===== config.mk =====
export PLATFORM = sky130hd
export DESIGN_NAME = ignition_ctrl_top
export DESIGN_NICKNAME = d
export VERILOG_FILES = /design/src/logic/fire_cmd_pkg.sv /design/src/logic/fire_drive_pkg.sv /design/src/logic/ignition_ctrl_top.sv /design/src/logic/decoder_drive.sv /design/src/logic/channel_ledger.sv /design/src/logic/fire_timer.sv /design/src/logic/fire_sequencer.sv
export SDC_FILE = /design/constraint.sdc
export NUM_CORES = 1
export LEC_CHECK = 0
export BUFFER_PORTS_ARGS = -buffer_cell sky130_fd_sc_hd__buf_2
export CORE_ASPECT_RATIO = 0.9
export CORE_MARGIN = 5
export CORE_UTILIZATION = 40
export CTS_CLUSTER_DIAMETER = 120
export DETAILED_ROUTE_END_ITERATION = 10
export PLACE_DENSITY_LB_ADDON = 0.08
export SLEW_MARGIN = 10
export SYNTH_ARGS = -nofsm -noshare
export SYNTH_HDL_FRONTEND = slang
export SYNTH_HIERARCHICAL = 1
export SYNTH_SLANG_ARGS = --single-unit

===== constraint.sdc =====
create_clock -name clk -period 2.2 [get_ports clk]
set_input_delay 0 -clock clk [delete_from_list [all_inputs] [get_ports clk]]
set_output_delay 0 -clock clk [all_outputs]
set_load 0.01 [all_outputs]

===== src/logic/fire_cmd_pkg.sv =====
// fire command package: command word layout, command codes and channel mask types
package fire_cmd_pkg;

	// --------------------
	// command word
	// --------------------
	typedef logic [7:0]  cmd_type_t;                  // command code, one word
	typedef logic [31:0] cmd_param_t;                 // raw parameter field

	localparam cmd_type_t CMD_FIRE = 8'h05;           // fire the masked channels

	// one bit per initiation channel, bit n = channel n
	typedef logic [19:0] chan_mask_t;

	// command as it arrives on the port
	typedef struct packed {
		cmd_type_t  cmd_type;                         // what to do
		cmd_param_t param;                            // low bits carry the mask
	} fire_cmd_t;

	// --------------------
	// error reporting
	// --------------------
	typedef logic [7:0] err_count_t;                  // wraps at 255

endpackage

===== src/logic/fire_drive_pkg.sv =====
// decoder drive package: channel index, decoder bank split and firing bus drive word
package fire_drive_pkg;

	// --------------------
	// channel map
	// --------------------
	localparam int NUM_CHANNELS   = $bits(fire_cmd_pkg::chan_mask_t);  // one per mask bit
	localparam int LOW_BANK_SIZE  = 16;                                // 4-to-16 latch decoder
	localparam int HIGH_BANK_SIZE = NUM_CHANNELS - LOW_BANK_SIZE;      // 2-to-4 decoder

	typedef logic [$clog2(NUM_CHANNELS)-1:0]   chan_idx_t;   // 0..19
	typedef logic [$clog2(LOW_BANK_SIZE)-1:0]  low_code_t;   // latch decoder data
	typedef logic [$clog2(HIGH_BANK_SIZE)-1:0] high_code_t;  // small decoder select

	// --------------------
	// drive word
	// --------------------
	// one copy of this goes to each of the primary and backup ports
	typedef struct packed {
		low_code_t  low_code;                 // latch decoder data code
		logic       low_strobe;               // latch strobe, high active
		logic       low_en_n;                 // latch decoder enable
		high_code_t high_code;                // 2-to-4 select
		logic       high_en_n;                // 2-to-4 enable
		logic       pwr_on;                   // firing bus power request
	} decoder_drive_t;

	// nothing selected, bus unpowered
	localparam decoder_drive_t DRIVE_IDLE = '{
		low_code:   '0,
		low_strobe: 1'b0,
		low_en_n:   1'b1,
		high_code:  '0,
		high_en_n:  1'b1,
		pwr_on:     1'b0
	};

endpackage


===== src/logic/ignition_ctrl_top.sv =====
// ignition controller top: twenty channel firing sequencer with duplicated decoder drive
`timescale 1ns/10ps

module ignition_ctrl_top #(
	parameter int unsigned GUARD_CYCLES       = 50000,   // idle gap before a firing
	parameter int unsigned DWELL_CYCLES       = 400000,  // firing hold
	parameter int unsigned ACK_TIMEOUT_CYCLES = 5000     // below DWELL_CYCLES
) (
	input  logic                           clk,
	input  logic                           rst_n,
	input  logic                           cmd_valid,
	input  fire_cmd_pkg::fire_cmd_t        cmd,
	input  logic                           pwr_ack,       // active low
	output fire_drive_pkg::decoder_drive_t drive_main,
	output fire_drive_pkg::decoder_drive_t drive_backup,
	output fire_cmd_pkg::chan_mask_t       status,
	output fire_cmd_pkg::err_count_t       err_count
);

	logic                           cmd_take;
	logic                           firing;
	logic                           fire_done;
	logic                           pending_any;
	logic                           guard_done;
	logic                           dwell_done;
	fire_drive_pkg::chan_idx_t      cur_chan;
	fire_drive_pkg::decoder_drive_t drive;

	// --------------------
	// control
	// --------------------
	fire_sequencer u_sequencer (
		.clk         (clk),
		.rst_n       (rst_n),
		.cmd_valid   (cmd_valid),
		.cmd_type    (cmd.cmd_type),
		.pending_any (pending_any),
		.guard_done  (guard_done),
		.dwell_done  (dwell_done),
		.cmd_take    (cmd_take),
		.firing      (firing),
		.fire_done   (fire_done)
	);

	fire_timer #(
		.GUARD_CYCLES (GUARD_CYCLES),
		.DWELL_CYCLES (DWELL_CYCLES)
	) u_timer (
		.clk        (clk),
		.rst_n      (rst_n),
		.firing     (firing),
		.guard_done (guard_done),
		.dwell_done (dwell_done)
	);

	// --------------------
	// datapath
	// --------------------
	channel_ledger u_ledger (
		.clk         (clk),
		.rst_n       (rst_n),
		.cmd_take    (cmd_take),
		.cmd_mask    (cmd.param[fire_drive_pkg::NUM_CHANNELS-1:0]),  // upper bits unused
		.fire_done   (fire_done),
		.pending_any (pending_any),
		.cur_chan    (cur_chan),
		.status      (status)
	);

	decoder_drive #(
		.ACK_TIMEOUT_CYCLES (ACK_TIMEOUT_CYCLES)
	) u_drive (
		.clk       (clk),
		.rst_n     (rst_n),
		.firing    (firing),
		.cur_chan  (cur_chan),
		.pwr_ack   (pwr_ack),
		.drive     (drive),
		.err_count (err_count)
	);

	// same drive word on both harnesses
	assign drive_main   = drive;
	assign drive_backup = drive;

endmodule


===== src/logic/decoder_drive.sv =====
// decoder drive: registered decoder and power lines, power acknowledge timeout and error count
`timescale 1ns/10ps

module decoder_drive #(
	parameter int unsigned ACK_TIMEOUT_CYCLES = 5000
) (
	input  logic                           clk,
	input  logic                           rst_n,
	input  logic                           firing,
	input  fire_drive_pkg::chan_idx_t      cur_chan,
	input  logic                           pwr_ack,    // low when bus power is up
	output fire_drive_pkg::decoder_drive_t drive,
	output fire_cmd_pkg::err_count_t       err_count
);

	localparam int unsigned LOW_W  = $bits(fire_drive_pkg::low_code_t);
	localparam int unsigned HIGH_W = $bits(fire_drive_pkg::high_code_t);
	localparam int unsigned WAIT_W = $clog2(ACK_TIMEOUT_CYCLES + 1);

	typedef logic [WAIT_W-1:0] ack_wait_t;

	localparam ack_wait_t ACK_LIMIT = ack_wait_t'(ACK_TIMEOUT_CYCLES);
	localparam fire_drive_pkg::chan_idx_t LOW_BASE =
		fire_drive_pkg::chan_idx_t'(fire_drive_pkg::LOW_BANK_SIZE);

	fire_drive_pkg::decoder_drive_t drive_nxt;
	fire_drive_pkg::chan_idx_t      high_idx;
	logic                           low_bank;
	logic                           ack_missing;
	ack_wait_t                      ack_wait;

	// --------------------
	// bank select
	// --------------------
	assign low_bank = (cur_chan < LOW_BASE);
	assign high_idx = cur_chan - LOW_BASE;            // offset inside the small decoder

	always_comb begin
		drive_nxt = fire_drive_pkg::DRIVE_IDLE;
		if (firing) begin
			drive_nxt.pwr_on = 1'b1;                  // request bus power
			if (low_bank) begin
				drive_nxt.low_code   = cur_chan[LOW_W-1:0];
				drive_nxt.low_en_n   = 1'b0;          // decoder on for the dwell
				drive_nxt.low_strobe = !pwr_ack;      // latch only with power up
			end else begin
				drive_nxt.high_code = high_idx[HIGH_W-1:0];
				drive_nxt.high_en_n = pwr_ack;        // enable tracks the ack
			end
		end
	end

	always_ff @(posedge clk) begin
		if (!rst_n) begin
			drive <= fire_drive_pkg::DRIVE_IDLE;
		end else begin
			drive <= drive_nxt;                       // one cycle behind firing
		end
	end

	// --------------------
	// ack timeout
	// --------------------
	assign ack_missing = firing && pwr_ack;

	// counter parks at the limit, so one error per firing at most
	always_ff @(posedge clk) begin
		if (!rst_n || !firing) begin
			ack_wait <= '0;
		end else if (ack_missing && (ack_wait != ACK_LIMIT)) begin
			ack_wait <= ack_wait + 1'b1;
		end
	end

	always_ff @(posedge clk) begin
		if (!rst_n) begin
			err_count <= '0;
		end else if (ack_missing && (ack_wait == ACK_LIMIT - 1'b1)) begin
			err_count <= err_count + 1'b1;            // wraps
		end
	end

endmodule


===== src/logic/channel_ledger.sv =====
// channel ledger: pending and fired status per channel, lowest pending channel select
`timescale 1ns/10ps

module channel_ledger (
	input  logic                     clk,
	input  logic                     rst_n,
	input  logic                     cmd_take,     // load a new mask
	input  fire_cmd_pkg::chan_mask_t cmd_mask,
	input  logic                     fire_done,    // retire cur_chan
	output logic                     pending_any,
	output fire_drive_pkg::chan_idx_t cur_chan,    // lowest pending channel
	output fire_cmd_pkg::chan_mask_t status        // bit set once fired
);

	fire_cmd_pkg::chan_mask_t pending;
	fire_cmd_pkg::chan_mask_t retire_bit;

	// --------------------
	// priority pick
	// --------------------
	// scan downwards so the lowest set bit is the one left standing
	always_comb begin
		cur_chan = '0;
		for (int i = fire_drive_pkg::NUM_CHANNELS - 1; i >= 0; i--) begin
			if (pending[i]) begin
				cur_chan = fire_drive_pkg::chan_idx_t'(i);
			end
		end
	end

	assign pending_any = |pending;

	// one-hot of the channel being retired
	assign retire_bit = fire_cmd_pkg::chan_mask_t'(1) << cur_chan;

	// --------------------
	// registers
	// --------------------
	always_ff @(posedge clk) begin
		if (!rst_n) begin
			pending <= '0;
			status  <= '0;
		end else if (cmd_take) begin
			pending <= cmd_mask;                // replaces any old mask
			status  <= status & ~cmd_mask;      // masked channels start unfired
		end else if (fire_done) begin
			pending <= pending & ~retire_bit;   // done with this one
			status  <= status | retire_bit;     // report it fired
		end
	end

endmodule


===== src/logic/fire_timer.sv =====
// firing timer: guard interval between firings and dwell length of each firing
`timescale 1ns/10ps

module fire_timer #(
	parameter int unsigned GUARD_CYCLES = 50000,
	parameter int unsigned DWELL_CYCLES = 400000
) (
	input  logic clk,
	input  logic rst_n,
	input  logic firing,           // from the sequencer
	output logic guard_done,       // idle long enough
	output logic dwell_done        // last cycle of the dwell
);

	localparam int unsigned GUARD_W = $clog2(GUARD_CYCLES + 1);
	localparam int unsigned DWELL_W = $clog2(DWELL_CYCLES + 1);

	typedef logic [GUARD_W-1:0] guard_cnt_t;
	typedef logic [DWELL_W-1:0] dwell_cnt_t;

	localparam guard_cnt_t GUARD_LAST = guard_cnt_t'(GUARD_CYCLES);
	localparam dwell_cnt_t DWELL_LAST = dwell_cnt_t'(DWELL_CYCLES - 1);

	guard_cnt_t guard_cnt;
	dwell_cnt_t dwell_cnt;

	// --------------------
	// guard counter
	// --------------------
	always_ff @(posedge clk) begin
		if (!rst_n) begin
			guard_cnt <= '0;
		end else if (firing) begin
			guard_cnt <= '0;                    // restart for the next gap
		end else if (guard_cnt != GUARD_LAST) begin
			guard_cnt <= guard_cnt + 1'b1;      // saturate at the limit
		end
	end

	// dwell counter, zero whenever not firing
	always_ff @(posedge clk) begin
		if (!rst_n || !firing) begin
			dwell_cnt <= '0;
		end else begin
			dwell_cnt <= dwell_cnt + 1'b1;
		end
	end

	assign guard_done = (guard_cnt == GUARD_LAST);
	assign dwell_done = firing && (dwell_cnt == DWELL_LAST);

endmodule


===== src/logic/fire_sequencer.sv =====
// firing sequencer FSM: takes fire commands in idle and frames each channel firing
`timescale 1ns/10ps

module fire_sequencer (
	input  logic                    clk,
	input  logic                    rst_n,
	input  logic                    cmd_valid,      // one-cycle command strobe
	input  fire_cmd_pkg::cmd_type_t cmd_type,
	input  logic                    pending_any,    // some channel still to fire
	input  logic                    guard_done,     // idle gap has elapsed
	input  logic                    dwell_done,     // last firing cycle
	output logic                    cmd_take,       // fire command accepted
	output logic                    firing,         // high for the whole dwell
	output logic                    fire_done       // end of dwell strobe
);

	typedef enum logic {
		ST_IDLE,
		ST_FIRING
	} seq_state_t;

	seq_state_t state;
	seq_state_t state_nxt;
	logic       is_fire_cmd;
	logic       start_fire;

	// --------------------
	// command acceptance
	// --------------------
	assign is_fire_cmd = (cmd_type == fire_cmd_pkg::CMD_FIRE);  // other codes dropped
	assign cmd_take    = cmd_valid && is_fire_cmd && (state == ST_IDLE);

	// a new mask being loaded this cycle wins over starting a firing
	assign start_fire = guard_done && pending_any && !cmd_take;

	// --------------------
	// state machine
	// --------------------
	always_comb begin
		state_nxt = state;
		case (state)
			ST_IDLE: begin
				if (start_fire) begin
					state_nxt = ST_FIRING;            // next pending channel
				end
			end
			ST_FIRING: begin
				if (dwell_done) begin
					state_nxt = ST_IDLE;              // back to guard wait
				end
			end
			default: begin
				state_nxt = ST_IDLE;
			end
		endcase
	end

	always_ff @(posedge clk) begin
		if (!rst_n) begin
			state <= ST_IDLE;
		end else begin
			state <= state_nxt;
		end
	end

	// --------------------
	// outputs
	// --------------------
	assign firing    = (state == ST_FIRING);
	assign fire_done = firing && dwell_done;      // retire strobe to the ledger

endmodule


==> metrics.md, run 1 <==
| Metric | Value |
|---|---|
| Layout cell share with drive strength beyond 1 | `0.249` |
| Max Cap Violations | `0` |
| Post-DRT Antenna Nets | `0` |
| Mapped cell area | `5130 sq um` |
| Sink Count | `107` |
| Worst slew margin | `0.542` |
| Die H | `about 120 um` |
| Worst Clk Skew | `between 0.009 and 0.01 ns` |
| Ys async rst share | `0` |
| CTS max path bufs | `2` |
| Initial core utilization | `0.406` |
| Worst min-delay path class | `input pin to flop` |
| Outcome | `finished clean` |
| H-tree Lvls | `3` |
| Row count | `39` |
| Max-slew violations | `0` |
| Synthesized area per cell | `about 8.5 sq um` |
| Antenna Cells | `0` |
| Most common cell after layout, fill and taps aside | `dfxtp_1` |
| Vias in the first global route | `around 4600` |
| CTS root buf | `clkbuf_16` |
| # IOs | `slightly above 90` |
| Unrepaired setup endpoints after global routing | `true` |
| Die area | `about 15000 sq um` |
| Dpl cell area | `between 5000 and 6000 sq um` |
| Total global routing overflow | `0` |
| Area grow syn2layout | `27.1%` |
| Worst Path Required | `about 2.5 ns` |
| Initial DRC Count | `approximately 350` |
| Final wirelength | `~14000 um` |
| Post-route minimum period | `about 2.2 ns` |
| Largest cells by area after synthesis | `dfxtp_1, nand2_1, nor2_1, xnor2_1, o21ai_0` |
| Cell Pwr Density | `~550 nW/um^2` |
| Total iterations of the first detailed-routing run | `4` |
| Most frequent cells in the layout | `dfxtp_1, buf_2, nand2_1` |
| Worst-path fanout max | `6` |
| Via density | `between 5 and 6` |
| Critical path class | `flop to flop` |
| GRT Overall Usage | `0.183` |
| F_max | `455 MHz` |
| Synth top area share | `0.418` |
| Number of port buffers | `about 80` |
| Largest net degree at the start of global routing | `30` |
| Peak supply drop | `about 0.36 mV` |
| Lkg Pwr | `2.54 nW` |
| Critical path endpoint category | `flop` |
| Worst Tran Pin Value | `slightly below 0.7 ns` |
| Final Cycle Share | `0.998` |
| Post-Syn Instances | `605` |
| Final instance area | `approximately 6500 sq um` |
| Final setup vio count | `0` |
| Synth warn | `6` |
| Total power | `~3.6 mW` |
| Hold Violations, Final | `0` |
| Global-route wire length before repair | `between 20000 and 25000 um` |
| Main synth FF type | `dfxtp_1` |
| Nets | `between 700 and 800` |
| Post-synth EDFFs | `0` |
| Startpoint Class | `flop` |
| WL/cell | `around 15 um` |
| Placer congestion estimate | `approximately 0.85` |
| Clock buffers created by TritonCTS | `9` |
| Final Util | `0.516` |
| TritonCTS clock tree | `done` |
| Core Region | `between 10000 and 15000 sq um` |
| Worst-path clk slew | `0.07 ns` |
| #FFs+latches synth | `around 110` |
| Via count | `4812` |
| Post-DP HPWL | `between 9000 and 10000 um` |
| Initial antenna violation count | `0` |
| Die width | `between 100 and 150 um` |
| Synth unique cells | `between 60 and 70` |
| Syn Nets | `655` |
| DRC | `0` |
| Critical path arrival | `2.47 ns` |
| Register area share after synthesis | `0.418` |
| Worst-Skew Late Latency | `between 0.3 and 0.4 ns` |
| Leading area contributor after synthesis | `dfxtp_1` |
==> cell usage after synthesis, types with 7 or more instances <==
library cell / n
nor3_1: 15
buf_4: 11
clkbuf_1: 17
xnor2_1: 24
nor4_1: 17
or3_1: 10
inv_1: 37
nand4_1: 16
a31oi_1: 15
nand3_1: 28
nor2_1: 58
and3_1: 9
and2_1: 11
dfxtp_1: 107
a21oi_1: 16
a32o_1: 10
nand2_1: 60
o31ai_1: 9
xor2_1: 11
a21boi_0: 7
o21ai_0: 30
==> report_power, final <==
group	internal (mW)	switching (mW)
logic	0.0615	0.0603
registers	1.94	0.00973
clock network	0.798	0.750
total	2.80	0.820
==> area by class of cell <==
type,count,area [sq um]
multi-input combinational,431,2800
tap,164,205
timing repair buffer,144,958
clock buffer,10,239
inverter,37,139
fill,1211,6120
sequential,107,2150
clock inverter,6,38.8
==> layer usage <==
layer | wire length [um] | global-route usage
met5 | 0 | 0
met4 | 134 | 0.0387
met3 | 746 | 0.0450
met2 | 6220 | 0.285
met1 | 6590 | 0.258
==> through the flow <==
| stage | instances | TNS [ns] | hold slack (ns) | setup WS [ns] |
|---|---|---|---|---|
| finish | 899 | 0 | 0.0179 | 0.00352 |
| global route | 899 | -0.245 | 0.0243 | -0.0791 |
| CTS | 899 | -0.0253 | 0.00333 | -0.0139 |
| detailed placement | 864 | -1.41 | 0.273 | -0.227 |
| global placement | 864 | -1.13 | 0.268 | -0.226 |
| floorplan | 605 | 0 | 0.0722 | 0.00653 |
==> timing repair <==
action | in CTS | in global routing
endpoints found under the hold margin | 20 | 0
resized for setup | 16 | 11
hold buffers | 16 | 0
setup endpoints to repair | 16 | 19
setup buffers | 3 | 0
pin swaps | 4 | 5
==> sequential cells by signal, summed over array words and instances (netlist names) <==
signal              flops
u_ledger/pending       20
u_ledger/status        20
u_timer/dwell_cnt      19
u_timer/guard_cnt      16
u_drive/ack_wait       13
u_drive/drive          10
u_drive/err_count       8
u_sequencer/firing      1
==> final timing paths <==
path                       start             endpoint  slack [ns]  cells past startpoint
max          u_ledger/pending[4]  u_ledger/status[19]       0.004                      4
min                      cmd[15]  u_ledger/status[15]        0.02                      3
max reg2reg  u_ledger/pending[4]  u_ledger/status[19]       0.004                      4
min reg2reg  u_ledger/status[14]  u_ledger/status[14]        0.47                      2
==> logic make-up after synthesis <==
| group | after synthesis | share of synthesized area |
|---|---|---|
| AND/OR/NAND/NOR | 269 | 0.284 |
| AO/OA/AOI/OAI | 118 | 0.160 |
| flip-flops | 107 | 0.418 |
| buffers and inverters | 67 | 0.0576 |
| XOR/XNOR | 35 | 0.0598 |
| adder cells (fa/ha/maj) | 6 | 0.0146 |
| multiplexers | 3 | 0.00610 |
==> worst max-delay path, stage by stage, from the launching register on <==
cell and delay, ns:
dfxtp_1 0.36, nor4_1 0.64, nand2_1 0.33, or4_4 0.61
o31ai_2 0.18
No activity file was read; power rests on OpenSTA's default activity.
==> run 2: changes to the inputs <==
Settings changed: HOLD_SLACK_MARGIN set to 0.03.
==> metrics.md, run 2 (synthesized netlist as in run 1, its figures left out) <==
| Metric | Value |
|---|---|
| Outcome | `finished clean` |
| Initial antenna violation count | `0 (unchanged)` |
| Vias in the first global route | `4646 (+0.58%)` |
| Total global routing overflow | `0 (unchanged)` |
| Via density | `5.35 (about the same)` |
| Post-DP HPWL | `9840 um (unchanged)` |
| Peak supply drop | `0.361 mV (about the same)` |
| Worst min-delay path class | `input pin to flop` |
| Critical path class | `flop to flop` |
| Final Cycle Share | `0.995 (-0.00375)` |
| Core Region | `12600 sq um (unchanged)` |
| Reg2reg start | `u_timer/dwell_cnt[15]` |
| Clock buffers created by TritonCTS | `9 (unchanged)` |
| Worst slew margin | `0.556 (+0.0137)` |
| Cell Pwr Density | `552 nW/um^2 (-0.50%)` |
| CP startpoint | `u_timer/dwell_cnt[15]` |
| Unrepaired setup endpoints after global routing | `true` |
| Worst Clk Skew | `0.00923 ns (-0.000224 ns)` |
| Placer congestion estimate | `0.847 (unchanged)` |
| Startpoint Class | `flop` |
| Final setup vio count | `0 (unchanged)` |
| Critical path endpoint category | `flop` |
| Antenna Cells | `0 (unchanged)` |
| Row count | `39 (unchanged)` |
| Worst-path clk slew | `0.07 ns (about the same)` |
| Hold Violations, Final | `0 (unchanged)` |
| Final wirelength | `13700 um (+0.17%)` |
| Worst setup margin | `0.0118 ns (+0.00826 ns)` |
| Nets | `785 (+0.64%)` |
| Most common cell after layout, fill and taps aside | `dfxtp_1` |
| Reg2Reg Depth | `7 (+3)` |
| Final Util | `0.520 (+0.00396)` |
| H-tree Lvls | `3 (unchanged)` |
| Via count | `4840 (+0.58%)` |
| Sink Count | `107 (unchanged)` |
| Worst-Skew Late Latency | `0.36 ns (about the same)` |
| TritonCTS clock tree | `done` |
| Max Cap Violations | `0 (unchanged)` |
| Max-slew violations | `0 (unchanged)` |
| Initial core utilization | `0.406 (unchanged)` |
| Critical path arrival | `2.46 ns (about the same)` |
| GRT Overall Usage | `0.184 (+0.000751)` |
| Post-route minimum period | `2.19 ns (-0.00826 ns)` |
| Total iterations of the first detailed-routing run | `5 (+1)` |
| Crit Reg-Reg Endpoint | `u_ledger/status[19]` |
| Pre-CTS setup slack | `-0.227 ns (unchanged)` |
| Layout cell share with drive strength beyond 1 | `0.247 (-0.00168)` |
| Multi-input logic area | `2800 sq um (unchanged)` |
| Worst hold stages | `3 (unchanged)` |
| Die width | `129 um (unchanged)` |
| Fillers | `1211 (unchanged)` |
| Most frequent cells in the layout | `dfxtp_1, buf_2, nand2_1` |
| Reg area | `2150 sq um (unchanged)` |
| R2r setup slk | `0.01 ns (about the same)` |
| Initial DRC Count | `311 (-11%)` |
| Min-delay src | `cmd[7]` |
| Worst-path fanout max | `2 (-4)` |
| CTS max path bufs | `2 (unchanged)` |
| Area grow syn2layout | `28.1%` |
| Die H | `117 um (unchanged)` |
| Global-route wire length before repair | `22900 um (+0.46%)` |
| Lkg Pwr | `2.56 nW (+0.82%)` |
| Worst hold slack | `0.0701 ns (+0.0522 ns)` |
| WL/cell | `15.2 um (-0.39%)` |
| Worst Tran Pin Value | `0.660 ns (-0.0203 ns)` |
| Largest net degree at the start of global routing | `30 (unchanged)` |
| F_max | `457 MHz (+0.38%)` |
| Regs by FF count | `u_ledger/pending (20), u_ledger/status (20), u_timer/dwell_cnt (19)` |
| Worst Path Required | `2.47 ns (about the same)` |
| Die area | `15200 sq um (unchanged)` |
| Post-DRT Antenna Nets | `0 (unchanged)` |
| DRC | `0 (unchanged)` |
| # IOs | `92 (unchanged)` |
| CTS root buf | `clkbuf_16` |
| Number of port buffers | `79 (unchanged)` |
| Hold EP | `u_ledger/pending[7]` |
[run 2: power by group]
group          leakage (nW)  internal [mW]  switching (mW)
combinational          1.56         0.0673          0.0615
clock                 0.135          0.798           0.752
sequential            0.864           1.94         0.00945
[run 2: what timing repair did]
item,4_1_cts,5_1_grt
hold buffers,21,0
setup endpoints to repair,16,19
setup buffers,3,0
resized for setup,16,11
hold endpoints to repair,33,0
pin swaps,4,5
[run 2: worst max-delay path by stage]
stage / slack (ns) / end
floorplan: 0.007 / u_ledger/status[18]
global placement: -0.23 / u_ledger/status[17]
detailed placement: -0.23 / u_ledger/status[17]
CTS: -0.01 / u_ledger/status[18]
global route: -0.08 / u_ledger/status[18]
finish: 0.01 / u_ledger/status[19]
[run 2: metal layers]
| metal | wire length [um] | vias to the layer above | global-route usage |
|---|---|---|---|
| li1 | - | 2427 | - |
| met1 | 6610 | 2286 | 0.258 |
| met2 | 6220 | 114 | 0.287 |
| met3 | 757 | 13 | 0.0450 |
| met4 | 132 | 0 | 0.0387 |
| met5 | 0 | - | 0 |
[run 2: cell type report]
| cell class | instances | share of cell area |
|---|---|---|
| well taps | 164 | 0.0312 |
| flip-flops and latches | 107 | 0.326 |
| repair buffers | 149 | 0.153 |
| inverters | 37 | 0.0211 |
| clock inverters | 6 | 0.00590 |
| multi-input cells | 431 | 0.425 |
| clock buffers | 10 | 0.0364 |
[run 2: critical path: stages, from the launching register on]
cell,delay [ns]
dfxtp_2,0.32
or4_4,0.53
nor4_4,0.22
buf_4,0.15
and2_4,0.15
nand2_4,0.05
or4_4,0.51
o31ai_2,0.18
[run 2: per-stage QoR]
step | TNS [ns] | instances | total power, mW | cell area, sq um
final | 0 | 904 | 3.63 | 6570
after global placement | -1.13 | 864 | 2.09 | 5940
after global routing | -0.245 | 904 | 3.76 | 6570
after floorplan | 0 | 605 | 2.04 | 5130
after CTS | -0.0253 | 904 | 3.67 | 6520
after detailed placement | -1.41 | 864 | 2.09 | 5940
==> run 3: changes to the inputs <==
Settings changed: CORE_MARGIN 5 to 1, SETUP_SLACK_MARGIN set to 0.2.
==> metrics.md, run 3 (synthesized netlist as in run 1, its figures left out) <==
| Metric | Value |
|---|---|
| Final wirelength | `13800 um (+0.55%)` |
| CP cell instances | `inv_2 > or3_4 > nor4_4 > buf_4 > and2_4 > nand2_4 > or4_4 > o31ai_2` |
| Core Region | `12300 sq um (-2.9%)` |
| Most frequent cells in the layout | `dfxtp_1, buf_2, nand2_1, nor2_1, buf_4` |
| Number of port buffers | `79 (unchanged)` |
| Die area | `13300 sq um (-13%)` |
| Antenna Cells | `0 (unchanged)` |
| Worst hold slack | `0.0397 ns (-0.0304 ns)` |
| Initial core utilization | `0.418 (+0.0123)` |
| Placer congestion estimate | `0.867 (+2.3%)` |
| Global-route wire length before repair | `22700 um (-0.85%)` |
| Area grow syn2layout | `32.7%` |
| WL/cell | `15.3 um (+0.66%)` |
| Worst min-delay path class | `input pin to flop` |
| Total power | `3.86 mW (+6.3%)` |
| Worst Clk Skew | `0.0102 ns (+0.000946 ns)` |
| Fillers | `1164 (-3.9%)` |
| Critical path class | `flop to flop` |
| Layout cell share with drive strength beyond 1 | `0.300 (+0.0528)` |
| Row count | `38 (-2.6%)` |
| Vias in the first global route | `4639 (-0.15%)` |
| TritonCTS clock tree | `done` |
| Regs by FF count | `u_ledger/pending (20), u_ledger/status (20), u_timer/dwell_cnt (19)` |
| Initial antenna violation count | `0 (unchanged)` |
| Post-DRT Antenna Nets | `0 (unchanged)` |
| Critical path arrival | `2.44 ns (-0.02 ns)` |
| Max incr delay on CP | `0.51 ns (-0.02 ns)` |
| Post-DP HPWL | `9590 um (-2.6%)` |
| Worst path slowest cell | `or4_4` |
| R2r setup slk | `0.04 ns (+0.03 ns)` |
| Worst-Skew Late Latency | `0.35 ns (about the same)` |
| Outcome | `finished clean` |
| F_max | `463 MHz (+1.3%)` |
| # IOs | `92 (unchanged)` |
| Worst Path Required | `2.47 ns (about the same)` |
| H-tree Lvls | `3 (unchanged)` |
| Total iterations of the first detailed-routing run | `4 (-1)` |
| Final Cycle Share | `0.982 (-0.0123)` |
| Lkg Pwr | `2.63 nW (+2.7%)` |
| DRC | `0 (unchanged)` |
| Post-route minimum period | `2.16 ns (-0.0272 ns)` |
| Nets | `788 (+0.38%)` |
| P_int | `3.04 mW (+8.4%)` |
| Die width | `121 um (-6.2%)` |
| Buffers & Inverters on Critical Path | `2 (+1)` |
| Startpoint Class | `flop` |
| Total global routing overflow | `0 (unchanged)` |
| Sequential Power Share | `0.506 (-0.031)` |
| Clk pwr share | `0.461 (+0.034)` |
| Net load switching power | `814 uW (-1.1%)` |
| Die H | `109 um (-6.8%)` |
| GRT Overall Usage | `0.217 (+0.0330)` |
| Via count | `4923 (+1.7%)` |
| Worst-path clk slew | `0.08 ns (about the same)` |
| Worst slew margin | `0.571 (+0.0155)` |
| Critical path endpoint category | `flop` |
| CTS root buf | `clkbuf_16` |
| Via density | `5.45 (+1.8%)` |
| CTS max path bufs | `2 (unchanged)` |
| Sink Count | `107 (unchanged)` |
| Peak supply drop | `0.351 mV (-2.6%)` |
| Initial DRC Count | `300 (-3.5%)` |
| Worst-path fanout max | `3 (+1)` |
| Net switching fraction of the power | `0.211 (-0.0158)` |
| Max-slew violations | `0 (unchanged)` |
| Max Cap Violations | `0 (unchanged)` |
| Largest net degree at the start of global routing | `46 (+53%)` |
| Clock buffers created by TritonCTS | `9 (unchanged)` |
| Crit path max-delay family | `simple AND/OR/NAND/NOR gates` |
| Cell Pwr Density | `566 nW/um^2 (+2.6%)` |
| Combinational Power Share | `0.033 (-0.003)` |
| Unrepaired setup endpoints after global routing | `true` |
| Most common cell after layout, fill and taps aside | `dfxtp_1` |
| Final setup vio count | `0 (unchanged)` |
| Hold Violations, Final | `0 (unchanged)` |
| Worst Tran Pin Value | `0.637 ns (-0.0230 ns)` |
-- run 3: cell count changes in the layout (fill, tap and decap cells not counted), sizes merged --
cell         before  now
buf             128  134
dlygate4sd3      21   18
bufinv            0    2
clkinv            3    1
clkbuf           10   11
clkinvlp          2    1
-- run 3: timing repair --
item | 4_1_cts | 5_1_grt
hold buffers | 18 | 0
hold endpoints to repair | 30 | 0
gates resized for setup | 14 | 63
endpoints found under the setup margin | 41 | 47
pin swaps | 5 | 26
setup buffers | 8 | 8
-- run 3: layout make-up --
cell class | count | area (sq um) | share of cell area
Multi-Input combinational cell | 431 | 2940 | 0.432
Sequential cell | 107 | 2160 | 0.317
Timing Repair Buffer | 152 | 1050 | 0.154
Clock buffer | 11 | 243 | 0.0357
Tap cell | 160 | 200 | 0.0294
Inverter | 37 | 139 | 0.0204
Clock inverter | 5 | 85.1 | 0.0125
-- run 3: path summary, 6_finish.rpt --
check | start | endpoint | depth (start not counted)
worst min register to register | u_ledger/status[7] | u_ledger/status[7] | 2
worst min-delay path | cmd[6] | u_ledger/status[6] | 4
worst max register to register | u_timer/dwell_cnt[17] | u_ledger/status[18] | 8
worst max-delay path | u_timer/dwell_cnt[17] | u_ledger/status[18] | 8
-- run 3: power groups by stage --
stage	clock network, mW	registers, mW	logic, mW
CTS	1.83	1.95	0.122
detailed placement	0	1.99	0.0980
global placement	0	1.99	0.0959
global route	1.90	1.95	0.140
finish	1.78	1.95	0.128
floorplan	0	1.99	0.0439
-- run 3: through the flow --
step | cells | setup slack (ns) | utilization | instance area (sq um) | setup TNS, ns
after global placement | 853 | -0.0961 | 0.479 | 5880 | -0.268
after global routing | 903 | -0.0596 | 0.555 | 6810 | -0.253
after floorplan | 605 | 0.0907 | - | 5140 | 0
after detailed placement | 853 | -0.103 | 0.479 | 5880 | -0.203
after CTS | 895 | 0.0324 | 0.529 | 6490 | 0
final | 903 | 0.0389 | 0.555 | 6810 | 0
-- run 3: worst register-to-register path, cell delays in order, from the launching register on --
cell	delay (ns)
dfxtp_2	0.34
inv_2	0.04
or3_4	0.37
nor4_4	0.30
buf_4	0.15
and2_4	0.16
nand2_4	0.05
or4_4	0.51
o31ai_2	0.18
-- run 3: layer usage --
metal / vias up / GRT usage / part of all wire
li1: 2428 / - / -
met1: 2353 / 0.291 / 0.48
met2: 125 / 0.348 / 0.46
met3: 17 / 0.0410 / 0.047
met4: 0 / 0.0758 / 0.021
met5: - / 0 / 0
